==> src/verilog/channel_pkg.sv <==
`default_nettype none

package channel_pkg;

	//////////////////////////////////////////////////
	// block geometry
	localparam int NG_NUM     = 4;                  // segments per block
	localparam int SEG_LEN    = 32;                 // symbols per segment
	localparam int QUAN_SIZE  = 4;                  // bits per channel message
	localparam int SEG_W      = SEG_LEN * QUAN_SIZE;
	localparam int PIPE_DEPTH = 3;                  // issue to message

	//////////////////////////////////////////////////
	// noise and quantisation
	localparam int BPSK_ONE      = 64;   // level of +1.0
	localparam int NOISE_SHIFT   = 9;
	localparam int QUANT_SHIFT   = 4;
	localparam int SAMPLE_OFFSET = 510;  // mean of four byte sum
	localparam int MSG_MAX       = 2 ** (QUAN_SIZE - 1) - 1;
	localparam int MSG_MIN       = -(2 ** (QUAN_SIZE - 1));

	typedef logic [31:0]         urng_word_t;
	typedef logic [15:0]         sigma_t;    // Q8.8
	typedef logic signed [17:0]  level_t;
	typedef logic signed [QUAN_SIZE-1:0] ch_msg_t;
	typedef logic [SEG_W-1:0]    segment_t;
	typedef logic [5:0]          sym_cnt_t;

	typedef enum logic [1:0] {
		IDLE,
		RUN,
		DRAIN,
		FULL
	} seg_state_t;

	// xorshift must never hold zero
	localparam urng_word_t URNG_RESET = 32'h0000_0001;
	localparam urng_word_t SEED_BASE [NG_NUM] = '{
		32'h2545_f491,
		32'h9e37_79b9,
		32'h6c07_8965,
		32'hd1b5_4a32
	};

endpackage

`default_nettype wire

==> src/verilog/wb_regs_pkg.sv <==
`default_nettype none

package wb_regs_pkg;

	localparam int WB_DW = 32;
	localparam int WB_AW = 4;   // byte address

	typedef logic [WB_DW-1:0] wb_data_t;
	typedef logic [WB_AW-1:0] wb_addr_t;
	typedef logic [15:0]      blk_cnt_t;

	//////////////////////////////////////////////////
	// word addresses
	localparam logic [WB_AW-3:0] REG_CTRL   = 2'd0;  // bit 0 run
	localparam logic [WB_AW-3:0] REG_SIGMA  = 2'd1;
	localparam logic [WB_AW-3:0] REG_SEED   = 2'd2;
	localparam logic [WB_AW-3:0] REG_STATUS = 2'd3;  // read only

	localparam logic [15:0] SIGMA_RESET = 16'd0;

endpackage

`default_nettype wire

==> src/verilog/noise_urng.sv <==
`timescale 1ns/100ps
`default_nettype none

module noise_urng (
	input  wire                          sys_clk,
	input  wire                          rstn,
	input  wire                          seed_load_i,
	input  wire channel_pkg::urng_word_t seed_i,
	input  wire                          adv_i,
	output channel_pkg::urng_word_t      rnd_o
);
	import channel_pkg::*;

	urng_word_t rnd_next;

	// one xorshift32 step
	function automatic urng_word_t xorshift32(input urng_word_t x);
		urng_word_t s;
		s = x ^ (x << 13);
		s = s ^ (s >> 17);
		s = s ^ (s << 5);
		return s;
	endfunction

	assign rnd_next = xorshift32(rnd_o);

	always_ff @(posedge sys_clk or negedge rstn) begin
		if (!rstn) begin
			rnd_o <= URNG_RESET;
		end else if (seed_load_i) begin
			rnd_o <= seed_i;  // load wins over advance
		end else if (adv_i) begin
			rnd_o <= rnd_next;
		end
	end

endmodule

`default_nettype wire

==> src/verilog/awgn_symbol_gen.sv <==
`timescale 1ns/100ps
`default_nettype none

module awgn_symbol_gen (
	input  wire                          sys_clk,
	input  wire                          rstn,
	input  wire                          seed_load_i,
	input  wire channel_pkg::urng_word_t seed_i,
	input  wire                          issue_i,
	input  wire channel_pkg::sigma_t     sigma_i,
	output channel_pkg::ch_msg_t         msg_o,
	output logic                         msg_valid_o
);
	import channel_pkg::*;

	urng_word_t            rnd;
	logic [9:0]            byte_sum;
	logic signed [10:0]    sample_q;
	logic signed [27:0]    noise_prod;
	level_t                level_q;
	level_t                level_sh;
	logic [PIPE_DEPTH-1:0] vld_q;

	// word is fresh on the cycle after issue
	noise_urng noise_urng_inst (
		.sys_clk     (sys_clk),
		.rstn        (rstn),
		.seed_load_i (seed_load_i),
		.seed_i      (seed_i),
		.adv_i       (issue_i),
		.rnd_o       (rnd)
	);

	//////////////////////////////////////////////////
	// valid tag beside the data
	always_ff @(posedge sys_clk or negedge rstn) begin
		if (!rstn) begin
			vld_q       <= '0;
			msg_valid_o <= 1'b0;
		end else begin
			vld_q       <= {vld_q[PIPE_DEPTH-2:0], issue_i};
			msg_valid_o <= vld_q[PIPE_DEPTH-1];
		end
	end

	//////////////////////////////////////////////////
	// stage 1, central limit over four bytes
	assign byte_sum = rnd[7:0] + rnd[15:8] + rnd[23:16] + rnd[31:24];

	always_ff @(posedge sys_clk) begin
		sample_q <= $signed({1'b0, byte_sum}) - 11'(SAMPLE_OFFSET);  // -510..510
	end

	//////////////////////////////////////////////////
	// stage 2, scale by sigma and add +1.0
	assign noise_prod = sample_q * $signed({1'b0, sigma_i});

	always_ff @(posedge sys_clk) begin
		level_q <= level_t'(noise_prod >>> NOISE_SHIFT) + level_t'(BPSK_ONE);
	end

	//////////////////////////////////////////////////
	// stage 3, quantise and saturate
	assign level_sh = level_q >>> QUANT_SHIFT;

	always_ff @(posedge sys_clk) begin
		if (level_sh > level_t'(MSG_MAX)) begin
			msg_o <= ch_msg_t'(MSG_MAX);
		end else if (level_sh < level_t'(MSG_MIN)) begin
			msg_o <= ch_msg_t'(MSG_MIN);
		end else begin
			msg_o <= level_sh[QUAN_SIZE-1:0];
		end
	end

endmodule

`default_nettype wire

==> src/verilog/segment_gen.sv <==
`timescale 1ns/100ps
`default_nettype none

module segment_gen (
	input  wire                          sys_clk,
	input  wire                          rstn,
	input  wire                          run_i,
	input  wire channel_pkg::sigma_t     sigma_i,
	input  wire                          seed_load_i,
	input  wire channel_pkg::urng_word_t seed_i,
	output channel_pkg::segment_t        seg_o,
	output logic                         seg_valid_o,
	input  wire                          seg_ready_i,
	output logic                         busy_o
);
	import channel_pkg::*;

	seg_state_t state_q;
	sym_cnt_t   issue_cnt_q;
	sym_cnt_t   msg_cnt_q;
	sigma_t     sigma_q;
	segment_t   shift_q;
	ch_msg_t    msg;
	logic       msg_valid;
	logic       issue;
	logic       seg_done;
	logic       hold_free;
	logic       hand_over;
	logic       blk_start;

	assign issue     = (state_q == RUN);
	assign seg_done  = (msg_cnt_q == sym_cnt_t'(SEG_LEN));
	assign hold_free = ~seg_valid_o | seg_ready_i;  // empty or emptied now
	assign hand_over = ((state_q == DRAIN) || (state_q == FULL)) && seg_done && hold_free;
	assign blk_start = run_i && ((state_q == IDLE) || hand_over);
	assign busy_o    = (state_q != IDLE) | seg_valid_o;

	awgn_symbol_gen awgn_symbol_gen_inst (
		.sys_clk     (sys_clk),
		.rstn        (rstn),
		.seed_load_i (seed_load_i),
		.seed_i      (seed_i),
		.issue_i     (issue),
		.sigma_i     (sigma_q),
		.msg_o       (msg),
		.msg_valid_o (msg_valid)
	);

	//////////////////////////////////////////////////
	// block FSM
	always_ff @(posedge sys_clk or negedge rstn) begin
		if (!rstn) begin
			state_q     <= IDLE;
			issue_cnt_q <= '0;
			sigma_q     <= '0;
		end else begin
			if (blk_start)
				sigma_q <= sigma_i;  // fixed for the whole block
			case (state_q)
				IDLE: if (run_i) state_q <= RUN;
				RUN: begin
					if (issue_cnt_q == sym_cnt_t'(SEG_LEN - 1)) begin
						state_q     <= DRAIN;
						issue_cnt_q <= '0;
					end else begin
						issue_cnt_q <= issue_cnt_q + 1'b1;
					end
				end
				DRAIN, FULL: begin
					if (hand_over)
						state_q <= run_i ? RUN : IDLE;
					else if (seg_done)
						state_q <= FULL;  // holding register still occupied
				end
				default: state_q <= IDLE;
			endcase
		end
	end

	// messages captured for the block being collected
	always_ff @(posedge sys_clk or negedge rstn) begin
		if (!rstn)
			msg_cnt_q <= '0;
		else if (hand_over)
			msg_cnt_q <= '0;
		else if (msg_valid)
			msg_cnt_q <= msg_cnt_q + 1'b1;
	end

	always_ff @(posedge sys_clk) begin
		if (msg_valid)
			shift_q <= {shift_q[SEG_W-QUAN_SIZE-1:0], msg};  // symbol 0 ends on top
	end

	//////////////////////////////////////////////////
	// holding register, valid/ready
	always_ff @(posedge sys_clk or negedge rstn) begin
		if (!rstn)
			seg_valid_o <= 1'b0;
		else if (hand_over)
			seg_valid_o <= 1'b1;
		else if (seg_ready_i)
			seg_valid_o <= 1'b0;
	end

	always_ff @(posedge sys_clk) begin
		if (hand_over)
			seg_o <= shift_q;
	end

endmodule

`default_nettype wire

==> src/verilog/wb_channel_regs.sv <==
`timescale 1ns/100ps
`default_nettype none

module wb_channel_regs (
	input  wire                          sys_clk,
	input  wire                          rstn,
	input  wire                          wb_cyc_i,
	input  wire                          wb_stb_i,
	input  wire                          wb_we_i,
	input  wire wb_regs_pkg::wb_addr_t   wb_adr_i,
	input  wire wb_regs_pkg::wb_data_t   wb_dat_i,
	output wb_regs_pkg::wb_data_t        wb_dat_o,
	output logic                         wb_ack_o,
	input  wire                          busy_i,
	input  wire                          accept_i,
	output logic                         run_o,
	output channel_pkg::sigma_t          sigma_o,
	output logic                         seed_load_o,
	output channel_pkg::urng_word_t      seed_o
);
	import channel_pkg::*;
	import wb_regs_pkg::*;

	logic             req;
	logic             wr_req;
	logic [WB_AW-3:0] word_adr;
	blk_cnt_t         blk_cnt_q;

	assign word_adr = wb_adr_i[WB_AW-1:2];
	assign req      = wb_cyc_i & wb_stb_i & ~wb_ack_o;  // single cycle ack
	assign wr_req   = req & wb_we_i;

	//////////////////////////////////////////////////
	// control registers and ack
	always_ff @(posedge sys_clk or negedge rstn) begin
		if (!rstn) begin
			wb_ack_o    <= 1'b0;
			run_o       <= 1'b0;
			sigma_o     <= SIGMA_RESET;
			seed_o      <= '0;
			seed_load_o <= 1'b0;
		end else begin
			wb_ack_o    <= req;
			seed_load_o <= wr_req && (word_adr == REG_SEED) && !busy_i;
			if (wr_req) begin
				case (word_adr)
					REG_CTRL:  run_o   <= wb_dat_i[0];
					REG_SIGMA: sigma_o <= wb_dat_i[$bits(sigma_t)-1:0];
					REG_SEED:  seed_o  <= wb_dat_i;
					default: ;  // STATUS is read only
				endcase
			end
		end
	end

	// accepted blocks, wraps
	always_ff @(posedge sys_clk or negedge rstn) begin
		if (!rstn)
			blk_cnt_q <= '0;
		else if (accept_i)
			blk_cnt_q <= blk_cnt_q + 1'b1;
	end

	//////////////////////////////////////////////////
	// read data, valid while ack is high
	always_ff @(posedge sys_clk) begin
		if (req && !wb_we_i) begin
			case (word_adr)
				REG_CTRL:  wb_dat_o <= wb_data_t'(run_o);
				REG_SIGMA: wb_dat_o <= wb_data_t'(sigma_o);
				REG_SEED:  wb_dat_o <= seed_o;
				default:   wb_dat_o <= {15'd0, busy_i, blk_cnt_q};
			endcase
		end
	end

endmodule

`default_nettype wire

==> src/verilog/received_block_gen.sv <==
`timescale 1ns/100ps
`default_nettype none

module received_block_gen (
	input  wire                        sys_clk,
	input  wire                        rstn,
	input  wire                        wb_cyc_i,
	input  wire                        wb_stb_i,
	input  wire                        wb_we_i,
	input  wire wb_regs_pkg::wb_addr_t wb_adr_i,
	input  wire wb_regs_pkg::wb_data_t wb_dat_i,
	output wb_regs_pkg::wb_data_t      wb_dat_o,
	output logic                       wb_ack_o,
	output channel_pkg::segment_t      coded_block_0_o,
	output channel_pkg::segment_t      coded_block_1_o,
	output channel_pkg::segment_t      coded_block_2_o,
	output channel_pkg::segment_t      coded_block_3_o,
	output logic                       block_valid_o,
	input  wire                        block_ready_i
);
	import channel_pkg::*;

	logic              run;
	sigma_t            sigma;
	logic              seed_load;
	urng_word_t        seed_off;
	logic              accept;
	logic              busy_any;
	logic [NG_NUM-1:0] seg_valid;
	logic [NG_NUM-1:0] seg_busy;
	segment_t          seg_data [NG_NUM];

	assign block_valid_o = &seg_valid;  // segments run in lockstep
	assign busy_any      = |seg_busy;
	assign accept        = block_valid_o & block_ready_i;

	wb_channel_regs wb_channel_regs_inst (
		.sys_clk     (sys_clk),
		.rstn        (rstn),
		.wb_cyc_i    (wb_cyc_i),
		.wb_stb_i    (wb_stb_i),
		.wb_we_i     (wb_we_i),
		.wb_adr_i    (wb_adr_i),
		.wb_dat_i    (wb_dat_i),
		.wb_dat_o    (wb_dat_o),
		.wb_ack_o    (wb_ack_o),
		.busy_i      (busy_any),
		.accept_i    (accept),
		.run_o       (run),
		.sigma_o     (sigma),
		.seed_load_o (seed_load),
		.seed_o      (seed_off)
	);

	//////////////////////////////////////////////////
	// one generator per segment, own seed
	for (genvar g = 0; g < NG_NUM; g++) begin : g_seg
		segment_gen segment_gen_inst (
			.sys_clk     (sys_clk),
			.rstn        (rstn),
			.run_i       (run),
			.sigma_i     (sigma),
			.seed_load_i (seed_load),
			.seed_i      (SEED_BASE[g] ^ seed_off),
			.seg_o       (seg_data[g]),
			.seg_valid_o (seg_valid[g]),
			.seg_ready_i (block_ready_i),
			.busy_o      (seg_busy[g])
		);
	end

	assign coded_block_0_o = seg_data[0];
	assign coded_block_1_o = seg_data[1];
	assign coded_block_2_o = seg_data[2];
	assign coded_block_3_o = seg_data[3];

endmodule

`default_nettype wire

==> config.mk <==
export PLATFORM = sky130hd
export DESIGN_NAME = received_block_gen
export DESIGN_NICKNAME = d
export VERILOG_FILES = /design/src/verilog/channel_pkg.sv /design/src/verilog/wb_regs_pkg.sv /design/src/verilog/noise_urng.sv /design/src/verilog/awgn_symbol_gen.sv /design/src/verilog/segment_gen.sv /design/src/verilog/wb_channel_regs.sv /design/src/verilog/received_block_gen.sv
export SDC_FILE = /design/constraint.sdc
export NUM_CORES = 2
export LEC_CHECK = 0
export BUFFER_PORTS_ARGS = -buffer_cell sky130_fd_sc_hd__buf_2
export CORE_ASPECT_RATIO = 1.75
export CORE_MARGIN = 1.5
export CORE_UTILIZATION = 55
export DETAILED_ROUTE_END_ITERATION = 16
export GPL_ROUTABILITY_DRIVEN = 0
export HOLD_SLACK_MARGIN = 0.15
export PLACE_DENSITY_LB_ADDON = 0.05
export SYNTH_ARGS = -nofsm -noshare
export SYNTH_HDL_FRONTEND = slang
export SYNTH_SLANG_ARGS = --single-unit
==> constraint.sdc <==
create_clock -name sys_clk -period 30.4 [get_ports sys_clk]
set_input_delay 3.04 -clock sys_clk [delete_from_list [all_inputs] [get_ports sys_clk]]
set_output_delay 3.04 -clock sys_clk [all_outputs]
set_load 0.02 [all_outputs]
---- After elaboration in Yosys (flattened, before gate mapping) ----
Cells that the tools add are included.
operators by class
  add/sub/neg operators ................... 29
  $mul .................................... 4
  $lt $le $gt $ge ......................... 8
  equality and inequality tests ........... 34
  muxes and demuxes ....................... 48
  bitwise gates (word level) .............. 33
  reductions and logical operators ........ 59
operators with widths
  kind                                                                               number
  32-bit 2-to-1 mux                                                                  8
  32-bit bitwise XOR                                                                 8
  32-bit by 15-bit bitwise XOR with 32-bit output                                    4
  11-bit by 17-bit multiplier with 27-bit output                                     4
  32-bit one-hot mux with 3 select lines                                             1
  18-bit by 8-bit adder with 18-bit output (second input constant)                   4
  6-bit 2-to-1 mux                                                                   12
  14-bit by 4-bit greater-than comparator with 1-bit output (second input constant)  4
  14-bit by 4-bit less-than comparator with 1-bit output (second input constant)     4
  6-bit by 1-bit adder with 6-bit output (second input constant)                     8
  10-bit by 9-bit subtractor with 11-bit output (second input constant)              4
  10-bit by 8-bit adder with 10-bit output                                           4
  9-bit by 8-bit adder with 10-bit output                                            4
  8-bit by 8-bit adder with 9-bit output                                             4
  2-bit nonzero test                                                                 16
  14-bit inverter                                                                    2
  2-bit 2-to-1 mux                                                                   13
  6-bit by 5-bit == test with 1-bit output (second input constant)                   4
  6-bit == test (second input constant)                                              4
  2-bit one-hot mux with 3 select lines                                              4
  20-bit inverter                                                                    1
  2-bit == test (second input constant)                                              9
  16-bit by 1-bit adder with 16-bit output (second input constant)                   1
  4-bit 2-to-1 mux                                                                   4
  other kinds (18)                                                                   84
word-level totals
  bits in registers ....................... 1523
  input port bits ......................... 42
  output and inout port bits .............. 546
  logic and storage cells ................. 274

---- Logic depth before layout (Yosys ltp) ----
  word-level depth ........................ 6
  gate-level depth with buffers ........... 25
  gate-level depth less buffers ........... 23

---- Hierarchy ----
A second synthesis with hierarchy kept.
unflattened totals
  cell total of the unflattened synthesis .. 5936
  area, all modules ....................... 79602.6 um^2
by module, submodules not included
  module                                                                 times used  cells an instance  area each (um^2)  sequential area each (um^2)
  segment_gen                                                            4           364                9081.2            8463.1
  awgn_symbol_gen at g_seg[0].segment_gen_inst.awgn_symbol_gen_inst ...  2           829                7541.0            680.7
  noise_urng                                                             4           226                2258.4            802.0
  awgn_symbol_gen at g_seg[2].segment_gen_inst.awgn_symbol_gen_inst      1           825                7495.9            680.7
  awgn_symbol_gen at g_seg[3].segment_gen_inst.awgn_symbol_gen_inst      1           799                7259.5            680.7
  wb_channel_regs                                                        1           260                4267.8            2637.5
  received_block_gen                                                     1           34                 138.9             0.0

---- Worst setup path after synthesis ----
OpenSTA, ideal clock, no wires.
  path type ............................... input port to flip-flop
  start ................................... input block_ready_i
  end ..................................... register g_seg[1].segment_gen_inst.sigma_q[10]
  library setup time ...................... 0.125 ns
  data arrival time ....................... 11.739 ns
  data required time ...................... 30.275 ns
  setup slack ............................. 18.536 ns
  stages on the path ...................... 5
  path buffers ............................ 1
  path through ............................ inv_1 > a21oi_1 > o21ai_1 > clkbuf_1 > mux2_2
between the ends
  word-level cells in the longest chain between the ends .. 4
ends and longest elaborated chain
  element                                  line                      text
  start, declared                          received_block_gen.sv:19  input wire block_ready_i
  1-bit OR                                 segment_gen.sv:33         assign hold_free = ~seg_valid_o | seg_ready_i;
  1-bit logical AND                        segment_gen.sv:34         assign hand_over = ((state_q == DRAIN) || (state_q == FULL)) && seg_done && hold_free;
  net g_seg[1].segment_gen_inst.hand_over  segment_gen.sv:28         logic hand_over;
  1-bit logical OR                         segment_gen.sv:35         assign blk_start = run_i && ((state_q == IDLE) || hand_over);
  1-bit logical AND                        segment_gen.sv:35
  end signal, assigned                     segment_gen.sv:58         sigma_q <= sigma_i;
  end, declared                            segment_gen.sv:21         sigma_t sigma_q;
The timed path passes the listed nets, and every way through them passes these cells.
A chain may end at the register's enable or synchronous reset.

---- Worst setup path after layout ----
  start ................................... register g_seg[0].segment_gen_inst.awgn_symbol_gen_inst.sample_q[2]
  end ..................................... register g_seg[0].segment_gen_inst.awgn_symbol_gen_inst.level_q[17]
between the ends
  word-level cells in the longest chain between the ends .. 2
ends and longest elaborated chain
  element                                         line                   text
  start, declared                                 awgn_symbol_gen.sv:18  logic signed [10:0] sample_q;
  start signal, assigned                          awgn_symbol_gen.sv:51  sample_q <= $signed({1'b0, byte_sum}) - 11'(SAMPLE_OFFSET);
  11-bit by 17-bit multiplier with 27-bit output  awgn_symbol_gen.sv:56  assign noise_prod = sample_q * $signed({1'b0, sigma_i});
  18-bit by 8-bit adder with 18-bit output        awgn_symbol_gen.sv:59  level_q <= level_t'(noise_prod >>> NOISE_SHIFT) + level_t'(BPSK_ONE);
  end signal, assigned                            awgn_symbol_gen.sv:59
  end, declared                                   awgn_symbol_gen.sv:20  level_t level_q;
Every way passes these cells.

==> flow_summary.yaml <==
clocking:
  cts.clk_slew.worst_paths_ps: 70
  cts.hold.buffers_added: 0
  cts.path.max_buffers: 3
  clk-insertion-delay-late_ps: 800
  post_cts_buffers: 0
  cts_buffers: 136
  cts_max_level: 4
  postCtsResizedCells: 0
  numClockSinks: 1507
  cts-root-buf: "clkbuf_16"
  cts_tree: "done"
grt:
  grt_pass1_wl_um: 268700
  antenna_found_initial: 10
  track_usage_pct: 24.85
  grt-ovfl-total: 0
  grt_max_degree: 173
  grt_pass1_vias: 46486
synth:
  synthFlopType: "edfxtp_1"
  synth-edff-count: 1056
  syn-instance-count: 5870
  ys_ff_latch: 1507
  yosysWarningCount: 0
  synth.avg_cell_area_um2: 13.17
  yosysTopAreaCell: "edfxtp_1"
  ys_seq_area_share_pct: 54.88
  synth.net_count: 6829
  netlist_area_um2: 77290
  synth_cell_types: 77
  yosysTopAreaCellShare_pct: 41.03
  synthArstFlopShare_pct: 22.23
  synth.top_cells.by_area: "edfxtp_1 (41%), fa_1 (15%), dfrtp_1 (11%), ha_1 (5.8%), xnor2_1 (4.1%)"
floorplanning:
  dieArea_um2: 142900
  start_util_pct: 55.50
  die_x_um: 286.4
  core_um2: 139300
  die_h_um: 498.9
  num_io_pins: 588
  num_rows: 181
route:
  wirelength_um: 173900
  postRouteAntennaNets: 0
  drc: 0
  wl_per_cell_um: 20.73
  viasPerCell: 5.334
  drt_iter0_drc: 2393
  firstDrtPassIters: 5
  vias: 44740
setup_path:
  crit_top_cell: "fa_1"
  path_max_fanout: 16
  required_ps: 31060
  r2r_cells: 20
  crit_arrival_ps: 7560
  cp-end-kind: "flop"
  max_stage_delay_ps: 800
  cp_cell_sequence: "nand2_1 > fa_1 > fa_1 > fa_1 > inv_1 > fa_1 > inv_1 > fa_1 > inv_1 > ha_1 > nand2_1 > nor2_1 > a211oi_1 > o21ai_0 > xor2_1 > nand4_1 > nor4_1 > mux2i_1 > o311ai_0 > xnor2_1"
  critPathLaunchType: "flop"
  critPathSlowestCell: "dfxtp_1"
  path_class: "flop to flop"
sta:
  slew_viol_final: 0
  tightest_slew_ps: 1160
  clock_skew_ps: 67.10
  setup_violations: 0
  finalCritPeriodShare_pct: 22.69
  finalSetupTns_ps: 0
  hold_violations: 0
  max_freq_ghz: 0.1450
  rsz0062_at_grt: "no"
  slew_headroom_pct: 22.67
  layout_min_cycle_time_ps: 6899
cells_and_area:
  fin_util_pct: 62.37
  multi_input_area_um2: 31470
  final_common_cell: "edfxtp_1"
  fill_cells: 11035
  nNetsFinal: 7399
  final_cell_mix: "edfxtp_1 (1,056), inv_1 (738), buf_2 (584)"
  register_area_um2: 42440
  area_growth_pct: 12.38
  drive_above_1_share_pct: 15.09
placed_design:
  io_buffers: 585
  dp_hpwl_um: 129400
pwr:
  ir_drop_mv: 0.1516
  power_density_nw_per_um2: 91.09
  p_leak_nw: 38.24
job:
  max-cap-violations: 0
min_path:
  worstHoldPathCells: 0
  hold_path.class: "flop to flop"
run_status:
  status: "complete, no violations"
-- cell usage after synthesis, types with 131 or more instances --
library cell / number
dfrtp_1: 331
inv_1: 738
edfxtp_1: 1056
a21oi_1: 138
nand2_1: 553
mux2_2: 131
xor2_1: 159
and2_1: 302
fa_1: 560
nor2_1: 326
clkbuf_1: 177
xnor2_1: 358
ha_1: 357
-- final timing paths --
path | slack (ps) | end
worst max-delay path | 23500 | flop
worst min-delay path | 340 | flop
worst max register to register | 23500 | flop
worst min register to register | 340 | flop
max in group asynchronous | 26580 | g_seg[1].segment_gen_inst.issue_cnt_q[4]$_DFFE_PN0P_
min in group asynchronous | 2270 | g_seg[3].segment_gen_inst.sigma_q[12]$_DFFE_PN0P_
-- worst max-delay path, delay by kind of cell, from the launching register on --
family / cells / cell delay (ps)
buffers and inverters: 3 / 140
AND/OR/NAND/NOR: 5 / 1140
flip-flops: 1 / 800
adder cells (fa/ha/maj): 6 / 2840
XOR/XNOR: 2 / 520
AO/OA/AOI/OAI: 3 / 1130
multiplexers: 1 / 220
-- metal layers --
metal / up-vias / global-route usage (%) / wire, µm
met5: - / 0 / 12
met4: 2 / 10.78 / 7494
met3: 325 / 3.451 / 8419
met2: 1229 / 44.82 / 91930
met1: 22736 / 29.41 / 66020
li1: 20448 / - / -
-- flip-flops by register name, summed over array words and instances (netlist names), 8 cells and up, named ones only --
register                                              cells
g_seg.segment_gen_inst.seg_o                            512
g_seg.segment_gen_inst.shift_q                          512
g_seg.segment_gen_inst.sigma_q                           64
g_seg.segment_gen_inst.awgn_symbol_gen_inst.level_q      56
g_seg.segment_gen_inst.awgn_symbol_gen_inst.sample_q     44
wb_channel_regs_inst.seed_o                              32
wb_channel_regs_inst.wb_dat_o                            32
g_seg.segment_gen_inst.issue_cnt_q                       24
g_seg.segment_gen_inst.msg_cnt_q                         24
g_seg.segment_gen_inst.awgn_symbol_gen_inst.msg_o        16
wb_channel_regs_inst.blk_cnt_q                           16
wb_channel_regs_inst.sigma_o                             16
g_seg.segment_gen_inst.awgn_symbol_gen_inst.vld_q        12
g_seg.segment_gen_inst.state_q                            8
-- cell families after synthesis --
| kind of cell | share of synthesized area (%) |
|---|---|
| muxes | 2.158 |
| adders and majority gates | 20.28 |
| buffers and inverters | 4.481 |
| and+or+nand+nor | 8.887 |
| DFF | 54.88 |
| xor gates and xnor gates | 5.858 |
| AOI/OAI and AO/OA | 3.451 |
-- layout make-up --
class	count	area share (%)
Clock buffer	175	4.203
Timing Repair Buffer	614	3.647
Sequential cell	1507	48.86
Clock inverter	76	1.217
Antenna cell	5	0.01440
Inverter	740	3.198
Multi-Input combinational cell	3441	36.22
Tap cell	1830	2.636
-- power breakdown --
part           switching (mW)  leakage, nW  internal, mW
clock                   0.793         2.26         0.984
sequential              0.348         15.9          2.71
combinational            1.76         20.0          1.32
total                    2.90         38.2          5.02
-- through the flow --
stage / instance area [µm²] / power, mW / instances / hold WS (ps) / setup slack, ps
after global routing: 86850 / 8.523 / 8384 / 359.9 / 22970
after floorplan: 77290 / 5.401 / 5870 / 331.2 / 18540
after detailed placement: 82140 / 6.202 / 8132 / 334.7 / 23350
after CTS: 86850 / 8.015 / 8383 / 342.0 / 23360
after global placement: 82140 / 6.132 / 8132 / 331.4 / 23430
final: 86860 / 7.912 / 8388 / 340.5 / 23500
Note: power is estimated with default switching activity, not from simulation.
